`src/common/front_pkg.sv`:
```
`default_nettype none

package front_pkg;

    // Datapath widths
    localparam int xlen           = 32;
    localparam int bus_width      = 64;
    localparam int line_width     = 256;
    localparam int beats_per_line = line_width / bus_width;
    localparam int insts_per_line = line_width / xlen;
    localparam int line_bytes     = line_width / 8;

    // Instruction queue sizing
    localparam int queue_depth = 16;
    localparam int issue_width = 2;

    localparam logic [xlen-1:0] reset_pc = 32'h1ECE_B000;

    // Derived counter and pointer widths
    localparam int beat_bits        = $clog2(beats_per_line);
    localparam int line_offset_bits = $clog2(line_bytes);
    localparam int queue_ptr_bits   = $clog2(queue_depth);
    localparam int queue_cnt_bits   = $clog2(queue_depth + 1);

    // Major opcode classes of RV32I
    typedef enum logic [3:0] {
        op_lui,
        op_auipc,
        op_jal,
        op_jalr,
        op_branch,
        op_load,
        op_store,
        op_imm,
        op_reg,
        op_invalid
    } opcode_e;

    typedef enum logic [1:0] {
        arb_idle,
        arb_read_wait,
        arb_write_burst
    } arb_state_e;

    typedef enum logic {
        own_fetch,
        own_data
    } owner_e;

    typedef struct packed {
        logic [xlen-1:0] pc;
        logic [xlen-1:0] inst;
        opcode_e         opcode;
        logic [4:0]      rd;
        logic [4:0]      rs1;
        logic [4:0]      rs2;
    } inst_info_t;

endpackage

`default_nettype wire
```
`src/common/line_req_if.sv`:
```
`default_nettype none

// One whole-line request channel between a master and the arbiter
interface line_req_if
    import front_pkg::*;
();

    logic [xlen-1:0]       addr;
    logic                  read;
    logic                  write;
    logic [line_width-1:0] wdata;
    logic [line_width-1:0] rdata;
    logic                  resp;

    modport master (
        output addr, read, write, wdata,
        input  rdata, resp
    );

    modport arbiter (
        input  addr, read, write, wdata,
        output rdata, resp
    );

endinterface

`default_nettype wire

```
`src/logic/cpu_front.sv`:
```
`default_nettype none

module cpu_front
    import front_pkg::*;
(
    input  logic                  clk,
    input  logic                  rst_n,

    // Burst memory bus
    output logic [xlen-1:0]       bmem_addr,
    output logic                  bmem_read,
    output logic                  bmem_write,
    output logic [bus_width-1:0]  bmem_wdata,
    input  logic                  bmem_ready,
    input  logic [xlen-1:0]       bmem_raddr,
    input  logic [bus_width-1:0]  bmem_rdata,
    input  logic                  bmem_rvalid,

    // External line data port
    input  logic [xlen-1:0]       dmem_addr,
    input  logic                  dmem_read,
    input  logic                  dmem_write,
    input  logic [line_width-1:0] dmem_wdata,
    output logic [line_width-1:0] dmem_rdata,
    output logic                  dmem_resp,

    // Queue output
    output inst_info_t            out_inst [issue_width],
    output logic [1:0]            out_count,
    input  logic                  out_pop
);

    line_req_if fetch_bus ();
    line_req_if data_bus ();

    logic [xlen-1:0] pc;
    logic            push;
    logic            room;
    logic [xlen-1:0] line_words [insts_per_line];
    logic [xlen-1:0] line_pcs [insts_per_line];
    inst_info_t      decoded [insts_per_line];

    assign data_bus.addr  = dmem_addr;
    assign data_bus.read  = dmem_read;
    assign data_bus.write = dmem_write;
    assign data_bus.wdata = dmem_wdata;
    assign dmem_rdata     = data_bus.rdata;
    assign dmem_resp      = data_bus.resp;

    // Word i of the line sits at pc + 4*i
    always_comb begin
        for (int i = 0; i < insts_per_line; i++) begin
            line_words[i] = fetch_bus.rdata[xlen*i +: xlen];
            line_pcs[i]   = pc + xlen'(4 * i);
        end
    end

    fetch_unit i_fetch (
        .clk  (clk),
        .rst_n(rst_n),
        .mem  (fetch_bus.master),
        .room (room),
        .pc   (pc),
        .push (push)
    );

    for (genvar i = 0; i < insts_per_line; i++) begin : g_decode
        inst_decode i_decode (
            .pc  (line_pcs[i]),
            .inst(line_words[i]),
            .info(decoded[i])
        );
    end

    inst_queue i_queue (
        .clk      (clk),
        .rst_n    (rst_n),
        .push     (push),
        .in_line  (decoded),
        .pop      (out_pop),
        .room     (room),
        .out_inst (out_inst),
        .out_count(out_count)
    );

    line_arbiter i_arbiter (
        .clk        (clk),
        .rst_n      (rst_n),
        .fetch      (fetch_bus.arbiter),
        .data       (data_bus.arbiter),
        .bmem_addr  (bmem_addr),
        .bmem_read  (bmem_read),
        .bmem_write (bmem_write),
        .bmem_wdata (bmem_wdata),
        .bmem_ready (bmem_ready),
        .bmem_rvalid(bmem_rvalid),
        .bmem_raddr (bmem_raddr),
        .bmem_rdata (bmem_rdata)
    );

endmodule

`default_nettype wire

```
`src/fetch/inst_queue.sv`:
```
`default_nettype none

module inst_queue
    import front_pkg::*;
(
    input  logic       clk,
    input  logic       rst_n,
    input  logic       push,
    input  inst_info_t in_line [insts_per_line],
    input  logic       pop,
    output logic       room,
    output inst_info_t out_inst [issue_width],
    output logic [1:0] out_count
);

    inst_info_t                entries [queue_depth];
    logic [queue_ptr_bits-1:0] head;
    logic [queue_ptr_bits-1:0] tail;
    logic [queue_cnt_bits-1:0] count;
    logic [queue_cnt_bits-1:0] pop_amount;
    logic [queue_cnt_bits-1:0] push_amount;

    // Room means a whole line still fits
    assign room = (count <= queue_cnt_bits'(queue_depth - insts_per_line));

    assign out_count   = (count >= queue_cnt_bits'(issue_width)) ? 2'(issue_width) : count[1:0];
    assign pop_amount  = pop ? queue_cnt_bits'(out_count) : '0;
    assign push_amount = push ? queue_cnt_bits'(insts_per_line) : '0;

    // Oldest entries first, pointer wraps naturally
    always_comb begin
        for (int i = 0; i < issue_width; i++) begin
            out_inst[i] = entries[head + queue_ptr_bits'(i)];
        end
    end

    always_ff @(posedge clk) begin
        if (!rst_n) begin
            head  <= '0;
            tail  <= '0;
            count <= '0;
        end else begin
            head  <= head + pop_amount[queue_ptr_bits-1:0];
            count <= count + push_amount - pop_amount;
            if (push) begin
                tail <= tail + queue_ptr_bits'(insts_per_line);
            end
        end
    end

    always_ff @(posedge clk) begin
        if (push) begin
            for (int i = 0; i < insts_per_line; i++) begin
                entries[tail + queue_ptr_bits'(i)] <= in_line[i];
            end
        end
    end

    a_push_with_room: assert property (@(posedge clk) disable iff (!rst_n)
        push |-> room);

    a_count_bound: assert property (@(posedge clk) disable iff (!rst_n)
        count <= queue_cnt_bits'(queue_depth));

endmodule

`default_nettype wire

```
`src/fetch/inst_decode.sv`:
```
`default_nettype none

module inst_decode
    import front_pkg::*;
(
    input  logic [xlen-1:0] pc,
    input  logic [xlen-1:0] inst,
    output inst_info_t      info
);

    opcode_e opcode;

    // Major opcode map, bits 6 to 0
    always_comb begin
        case (inst[6:0])
            7'b0110111: opcode = op_lui;
            7'b0010111: opcode = op_auipc;
            7'b1101111: opcode = op_jal;
            7'b1100111: opcode = op_jalr;
            7'b1100011: opcode = op_branch;
            7'b0000011: opcode = op_load;
            7'b0100011: opcode = op_store;
            7'b0010011: opcode = op_imm;
            7'b0110011: opcode = op_reg;
            default:    opcode = op_invalid;
        endcase
    end

    // Register fields sit at fixed positions for every format
    always_comb begin
        info.pc     = pc;
        info.inst   = inst;
        info.opcode = opcode;
        info.rd     = inst[11:7];
        info.rs1    = inst[19:15];
        info.rs2    = inst[24:20];
    end

endmodule

`default_nettype wire

```
`src/fetch/fetch_unit.sv`:
```
`default_nettype none

module fetch_unit
    import front_pkg::*;
(
    input  logic            clk,
    input  logic            rst_n,
    line_req_if.master      mem,
    input  logic            room,
    output logic [xlen-1:0] pc,
    output logic            push
);

    // High while a line read is outstanding
    logic pending;

    assign mem.addr  = pc;
    assign mem.read  = pending;
    assign mem.write = 1'b0;
    assign mem.wdata = '0;

    // Decoded line goes into the queue in the resp cycle
    assign push = pending && mem.resp;

    always_ff @(posedge clk) begin
        if (!rst_n) begin
            pc      <= reset_pc;
            pending <= 1'b0;
        end else begin
            if (push) begin
                pc      <= pc + xlen'(line_bytes);
                pending <= 1'b0;
            end else if (room && !pending) begin
                pending <= 1'b1;
            end
        end
    end

    a_resp_when_pending: assert property (@(posedge clk) disable iff (!rst_n)
        mem.resp |-> pending);

endmodule

`default_nettype wire

```
`src/logic/line_arbiter.sv`:
```
`default_nettype none

module line_arbiter
    import front_pkg::*;
(
    input  logic                 clk,
    input  logic                 rst_n,
    line_req_if.arbiter          fetch,
    line_req_if.arbiter          data,
    output logic [xlen-1:0]      bmem_addr,
    output logic                 bmem_read,
    output logic                 bmem_write,
    output logic [bus_width-1:0] bmem_wdata,
    input  logic                 bmem_ready,
    input  logic                 bmem_rvalid,
    input  logic [xlen-1:0]      bmem_raddr,
    input  logic [bus_width-1:0] bmem_rdata
);

    arb_state_e            state;
    owner_e                owner;
    owner_e                grant_owner;
    owner_e                sel_owner;
    logic                  prefer_data;
    logic                  read_sent;
    logic [beat_bits-1:0]  beat;
    logic                  last_beat;
    logic                  fetch_resp_q;
    logic                  data_resp_q;
    logic                  fetch_req;
    logic                  data_req;
    logic                  grant_valid;
    logic                  sel_read;
    logic                  beat_hit;
    logic                  done;
    logic [line_width-1:0] sel_wdata;
    logic [line_width-1:0] line_q;

    // A request is still up during its own resp cycle, so ignore it there
    assign fetch_req   = (fetch.read || fetch.write) && !fetch_resp_q;
    assign data_req    = (data.read || data.write) && !data_resp_q;
    assign grant_valid = (state == arb_idle) && (fetch_req || data_req);
    assign grant_owner = (data_req && (prefer_data || !fetch_req)) ? own_data : own_fetch;
    assign sel_owner   = (state == arb_idle) ? grant_owner : owner;

    // Bus side follows the granted master
    assign bmem_addr  = (sel_owner == own_data) ? data.addr : fetch.addr;
    assign sel_read   = (sel_owner == own_data) ? data.read : fetch.read;
    assign sel_wdata  = (sel_owner == own_data) ? data.wdata : fetch.wdata;
    assign bmem_wdata = sel_wdata[beat*bus_width +: bus_width];
    assign bmem_write = (state == arb_write_burst);
    assign bmem_read  = bmem_ready &&
                        ((grant_valid && sel_read) || (state == arb_read_wait && !read_sent));

    assign last_beat = (beat == beat_bits'(beats_per_line - 1));
    assign beat_hit  = (state == arb_read_wait) && bmem_rvalid && (bmem_raddr == bmem_addr);
    assign done      = (beat_hit && last_beat) ||
                       (state == arb_write_burst && bmem_ready && last_beat);

    assign fetch.rdata = line_q;
    assign data.rdata  = line_q;
    assign fetch.resp  = fetch_resp_q;
    assign data.resp   = data_resp_q;

    always_ff @(posedge clk) begin
        if (!rst_n) begin
            state        <= arb_idle;
            owner        <= own_fetch;
            prefer_data  <= 1'b1;
            read_sent    <= 1'b0;
            beat         <= '0;
            fetch_resp_q <= 1'b0;
            data_resp_q  <= 1'b0;
        end else begin
            fetch_resp_q <= done && (owner == own_fetch);
            data_resp_q  <= done && (owner == own_data);
            case (state)
                arb_idle: begin
                    read_sent <= bmem_read;
                    if (grant_valid) begin
                        owner       <= grant_owner;
                        prefer_data <= (grant_owner == own_fetch);
                        beat        <= '0;
                        state       <= sel_read ? arb_read_wait : arb_write_burst;
                    end
                end
                arb_read_wait: begin
                    if (bmem_read) begin
                        read_sent <= 1'b1;
                    end
                    if (beat_hit) begin
                        beat <= beat + 1'b1;
                    end
                    if (done) begin
                        state <= arb_idle;
                    end
                end
                arb_write_burst: begin
                    // Ready low holds the current beat on the bus
                    if (bmem_ready) begin
                        beat <= beat + 1'b1;
                    end
                    if (done) begin
                        state <= arb_idle;
                    end
                end
                default: state <= arb_idle;
            endcase
        end
    end

    // Collect read beats, lowest first
    always_ff @(posedge clk) begin
        if (beat_hit) begin
            line_q[beat*bus_width +: bus_width] <= bmem_rdata;
        end
    end

    a_read_single: assert property (@(posedge clk) disable iff (!rst_n)
        bmem_read |=> !bmem_read);

    a_rvalid_in_wait: assert property (@(posedge clk) disable iff (!rst_n)
        bmem_rvalid |-> state == arb_read_wait);

    a_resp_pulse: assert property (@(posedge clk) disable iff (!rst_n)
        (fetch.resp || data.resp) |=> !(fetch.resp || data.resp));

endmodule

`default_nettype wire

```
`config.mk`:
```
export PLATFORM = sky130hd
export DESIGN_NAME = cpu_front
export DESIGN_NICKNAME = d
export VERILOG_FILES = /design/src/common/front_pkg.sv /design/src/common/line_req_if.sv /design/src/logic/cpu_front.sv /design/src/fetch/inst_queue.sv /design/src/fetch/inst_decode.sv /design/src/fetch/fetch_unit.sv /design/src/logic/line_arbiter.sv
export SDC_FILE = /design/constraint.sdc
export NUM_CORES = 2
export LEC_CHECK = 0
export BUFFER_PORTS_ARGS = -buffer_cell sky130_fd_sc_hd__buf_2
export CORE_AREA = 3 3 356 358
export DETAILED_ROUTE_END_ITERATION = 10
export DIE_AREA = 0 0 359 361
export PLACE_DENSITY = 0.66
export SLEW_MARGIN = 20
export SYNTH_ARGS = -nofsm -noshare
export SYNTH_HDL_FRONTEND = slang
export SYNTH_SLANG_ARGS = --single-unit
```
`constraint.sdc`:
```
create_clock -name clk -period 25.4 [get_ports clk]
set_input_delay 1.27 -clock clk [delete_from_list [all_inputs] [get_ports clk]]
set_output_delay 1.27 -clock clk [all_outputs]
set_load 0.01 [all_outputs]
```
==> flow_summary.ini <==
[worst_setup_path]
critical_path.max_fanout = 50
crit_start = i_queue.head[0]
critical_path.max_stage_delay_ns = 0.80
cpMostUsedCell = sky130_fd_sc_hd__mux4_2
timing_worst_setup_path_type = flip-flop to output pin
launching_point_of_the_worst_reg2reg_path = i_arbiter.state[0]
critPathCaptureType = output pin
timing.critical_path.buf_inv = 3
critPathRequiredTime_ns = 24.13
worst_path_dominant_cell_family = buffers and inverters
crit_chain = ha_4 -> buf_4 -> buf_6 -> mux4_2 -> mux4_2 -> buf_2
critPathArrivalTime_ns = 4.79
cp-start-kind = flip-flop
critPathSlowestCell = sky130_fd_sc_hd__dfxtp_4

[power]
p_total_uw = 4270
ir_drop_v = 0.0000520
total_switching_power_uw = 1240
pwr-share-seq_pct = 40.0
total_leakage_power_uw = 0.0194
cellInternalPower_uw = 3030
power_per_cell_area_nw_per_um2 = 79.1
power_frac_clock_pct = 34.0
netSwitchingFraction_pct = 29.0
power.share.combinational_pct = 26.0

[clocking]
number_of_buffers_added_to_fix_hold_violations_after_cts = 0
cts_max_path_buffers = 3
clock_sink_count = 933
clkSlewWorstSetupHoldPaths_ns = 0.06
cts_tree = yes
clock_tree.root_cell = sky130_fd_sc_hd__clkbuf_16
clock_tree.htree_level_count = 3
cts_inserted_buffers = 97
clk-insertion-delay-late_ns = 0.70
cts_setup_buffers = 0
postCtsResizedCells = 0

[synthesis]
synth_area_per_cell_um2 = 17.0
syn_area_um2 = 46200
synthDistinctLibCells = 63
ys_seq_elements = 933
post_synthesis_async_set_or_reset_flop_share_pct = 0
post_synth_fa_ha_maj_area_fraction_pct = 0.601
synth.area.mux_share_pct = 22.9
yosys.area_share.simple_pct = 7.83
synth_xor_xnor_area_share_pct = 1.19
yosysSeqAreaShare_pct = 59.6
synth_enable_flop_cells = 886
synth_top_flop_cell = sky130_fd_sc_hd__edfxtp_1
compound_gate_portion_of_the_synthesized_area_pct = 1.49
ys_warn_count = 0
syn-instance-count = 2719
synth_top_family_by_area = multiplexers

[grt]
grt_antenna_before_repair = 73
grt_max_degree = 86
grt_pass1_wl_mm = 228
globalRouteTotalUtil_pct = 25.0
global_route.overflow_total = 0
first_global_vias = 28400

[timing]
setup_viol_count_final = 0
final.setup_skew_ns = 0.0653
final_number_of_hold_violating_endpoints = 0
max_slew_vio_count = 0
worst_slew_pin_slew_ns = 1.10
final_period_minus_worst_setup_slack_ns = 6.06
finalSetupTns_ns = 0
final.period_utilization_pct = 23.9
fmax_mhz = 165
unrepaired_setup_endpoints_after_global_routing = false
max_slew_margin_pct = 26.4
setup_slack_ns = 19.34

[place]
portBuffers = 909
gp_congestion = 1.12
hpwl_dp_mm = 125
place_ws_ns = 19.04
place.detailed.instances = 4869

[floorplanning]
placeableCoreArea_um2 = 124000
design.die.area_um2 = 130000
placementRows = 129
die_h_um = 361
die-width_um = 359
design.portCount = 914
floorplan.initialDensity_pct = 37.4

[hold_path]
min_from = i_arbiter.data.rdata[251]
timing.hold.worst.class = flip-flop to flip-flop

[routing]
drt-total-wl_mm = 166
ant_nets = 0
vias_per_cell = 5.50
wl_per_instance_um = 32.5
routed-via-count = 28100
initialDrtViolationCount = 2829
detail_route.drc_violations = 0
drt_first_pass_iters = 7

[job]
maxCapViolCount = 0

[cells_and_area]
layout-drive-gt1-share_pct = 47.8
mostFrequentLayoutCells = 909 x sky130_fd_sc_hd__buf_2, 886 x sky130_fd_sc_hd__edfxtp_1, 424 x sky130_fd_sc_hd__mux4_2
most_common_library_cell_in_the_layout_ignoring_fill_and_taps = sky130_fd_sc_hd__buf_2
layout.nets = 3744
final_cell_count_no_fill = 5102
synthToLayoutAreaGrowth_pct = 16.7

[outcome]
status = finished, final reports clean
-- worst register-to-register path: stages, from the launching register on --
cell and delay (ns):
sky130_fd_sc_hd__dfxtp_1 0.31, sky130_fd_sc_hd__inv_1 0.11, sky130_fd_sc_hd__ha_1 0.36, sky130_fd_sc_hd__nor2b_1 0.13, sky130_fd_sc_hd__a31oi_4 0.15, sky130_fd_sc_hd__buf_4 0.54, sky130_fd_sc_hd__buf_4 0.78, sky130_fd_sc_hd__mux2_2 0.32
sky130_fd_sc_hd__a2bb2o_1 0.29, sky130_fd_sc_hd__a221oi_1 0.40, sky130_fd_sc_hd__and3_1 0.50, sky130_fd_sc_hd__and2_4 0.44, sky130_fd_sc_hd__buf_4 0.77
-- cell families (layout without fill, tap and decap cells) --
kind of cell,after synthesis,in the layout
compound gates,102,102
xor+xnor,63,63
fa+ha+maj,21,21
buf+inv,481,1174
flops,933,933
mux,519,519
other cells,1,54
simple gates,599,599
-- area by class of cell --
type | instances | area (um^2)
inverter | 43 | 161
fill | 11100 | 69700
timing repair buffer | 949 | 4910
clock buffer | 115 | 2510
sequential | 933 | 27600
tap | 1637 | 2050
clock inverter | 67 | 774
antenna | 50 | 125
multi-input combinational | 1308 | 15800
-- power by group through the flow --
stage	sequential, uW	clock (uW)	combinational, uW
finish	1710	1450	1110
global placement	1740	0	1120
floorplan	1730	0	749
CTS	1710	1480	1130
global route	1710	1540	1190
detailed placement	1740	0	1120
-- flip-flops by register name (all words and copies together) (netlist names) --
signal	flops
i_queue.entries	630
i_arbiter.data.rdata	256
i_fetch.mem.addr	27
i_queue.count	5
i_queue.head	4
i_arbiter.beat	2
i_arbiter.state	2
i_arbiter.data.resp	1
i_arbiter.fetch.resp	1
i_arbiter.owner	1
i_arbiter.prefer_data	1
i_arbiter.read_sent	1
i_fetch.mem.read	1
i_queue.tail	1
-- synth_stat cells (2+ instances only) --
master / instances / area [um^2]
sky130_fd_sc_hd__nand4b_1: 10 / 87.6
sky130_fd_sc_hd__a21o_1: 2 / 15.0
sky130_fd_sc_hd__dfxtp_1: 47 / 941
sky130_fd_sc_hd__nand3b_1: 17 / 128
sky130_fd_sc_hd__nor3_1: 18 / 90.1
sky130_fd_sc_hd__mux2_2: 80 / 901
sky130_fd_sc_hd__nor2_1: 24 / 90.1
sky130_fd_sc_hd__buf_1: 35 / 131
sky130_fd_sc_hd__mux4_2: 424 / 9550
sky130_fd_sc_hd__nand2_1: 44 / 165
sky130_fd_sc_hd__a21boi_0: 7 / 52.6
sky130_fd_sc_hd__nor4b_1: 2 / 17.5
sky130_fd_sc_hd__o221ai_1: 3 / 26.3
sky130_fd_sc_hd__a2111oi_0: 4 / 35.0
sky130_fd_sc_hd__edfxtp_1: 886 / 26600
sky130_fd_sc_hd__nor2b_1: 87 / 544
sky130_fd_sc_hd__or4_1: 10 / 75.1
sky130_fd_sc_hd__mux2i_1: 15 / 150
sky130_fd_sc_hd__xnor2_1: 34 / 298
sky130_fd_sc_hd__or2_2: 10 / 62.6
sky130_fd_sc_hd__and3_1: 7 / 43.8
sky130_fd_sc_hd__o22ai_1: 2 / 12.5
sky130_fd_sc_hd__nor3b_1: 3 / 22.5
sky130_fd_sc_hd__fa_1: 2 / 40.0
sky130_fd_sc_hd__o21a_1: 5 / 37.5
sky130_fd_sc_hd__inv_1: 43 / 161
sky130_fd_sc_hd__o21ai_0: 29 / 145
sky130_fd_sc_hd__and2_1: 283 / 1770
sky130_fd_sc_hd__a21oi_1: 27 / 135
sky130_fd_sc_hd__a22o_1: 2 / 17.5
sky130_fd_sc_hd__nand2b_1: 20 / 125
sky130_fd_sc_hd__and4_1: 3 / 26.3
sky130_fd_sc_hd__o2111ai_1: 2 / 17.5
sky130_fd_sc_hd__buf_4: 294 / 2210
sky130_fd_sc_hd__nor4_1: 13 / 81.3
sky130_fd_sc_hd__a221oi_1: 3 / 26.3
sky130_fd_sc_hd__xor2_1: 29 / 254
sky130_fd_sc_hd__nand4_1: 18 / 113
sky130_fd_sc_hd__a222oi_1: 2 / 20.0
sky130_fd_sc_hd__nand3_1: 20 / 100
sky130_fd_sc_hd__or3_1: 7 / 43.8
sky130_fd_sc_hd__ha_1: 19 / 238
sky130_fd_sc_hd__clkbuf_1: 107 / 402
-- stage by stage --
| stage | util (%) | hold WS, ns | instance area [um^2] |
|---|---|---|---|
| floorplan | - | 0.424 | 46200 |
| global placement | 40.8 | 0.448 | 50500 |
| detailed placement | 40.8 | 0.453 | 50500 |
| CTS | 43.5 | 0.446 | 53800 |
| global route | 43.6 | 0.461 | 53900 |
| finish | 43.6 | 0.429 | 53900 |
-- metal layers --
metal / routed length, um / track usage (%) / up-vias
li1: - / - / 11700
met1: 57300 / 28.7 / 14600
met2: 82800 / 42.2 / 1451
met3: 15600 / 7.11 / 290
met4: 10200 / 14.1 / 22
met5: 137 / 0 / -
-- final timing paths --
kind,to,slack [ns],cells past startpoint
max,out_inst[37],19.34,6
min,i_queue.entries[7][46],0.43,0
max reg2reg,i_arbiter.data.rdata[190],19.77,12
min reg2reg,i_queue.entries[7][46],0.43,0
(Power assumes the default switching activity.)
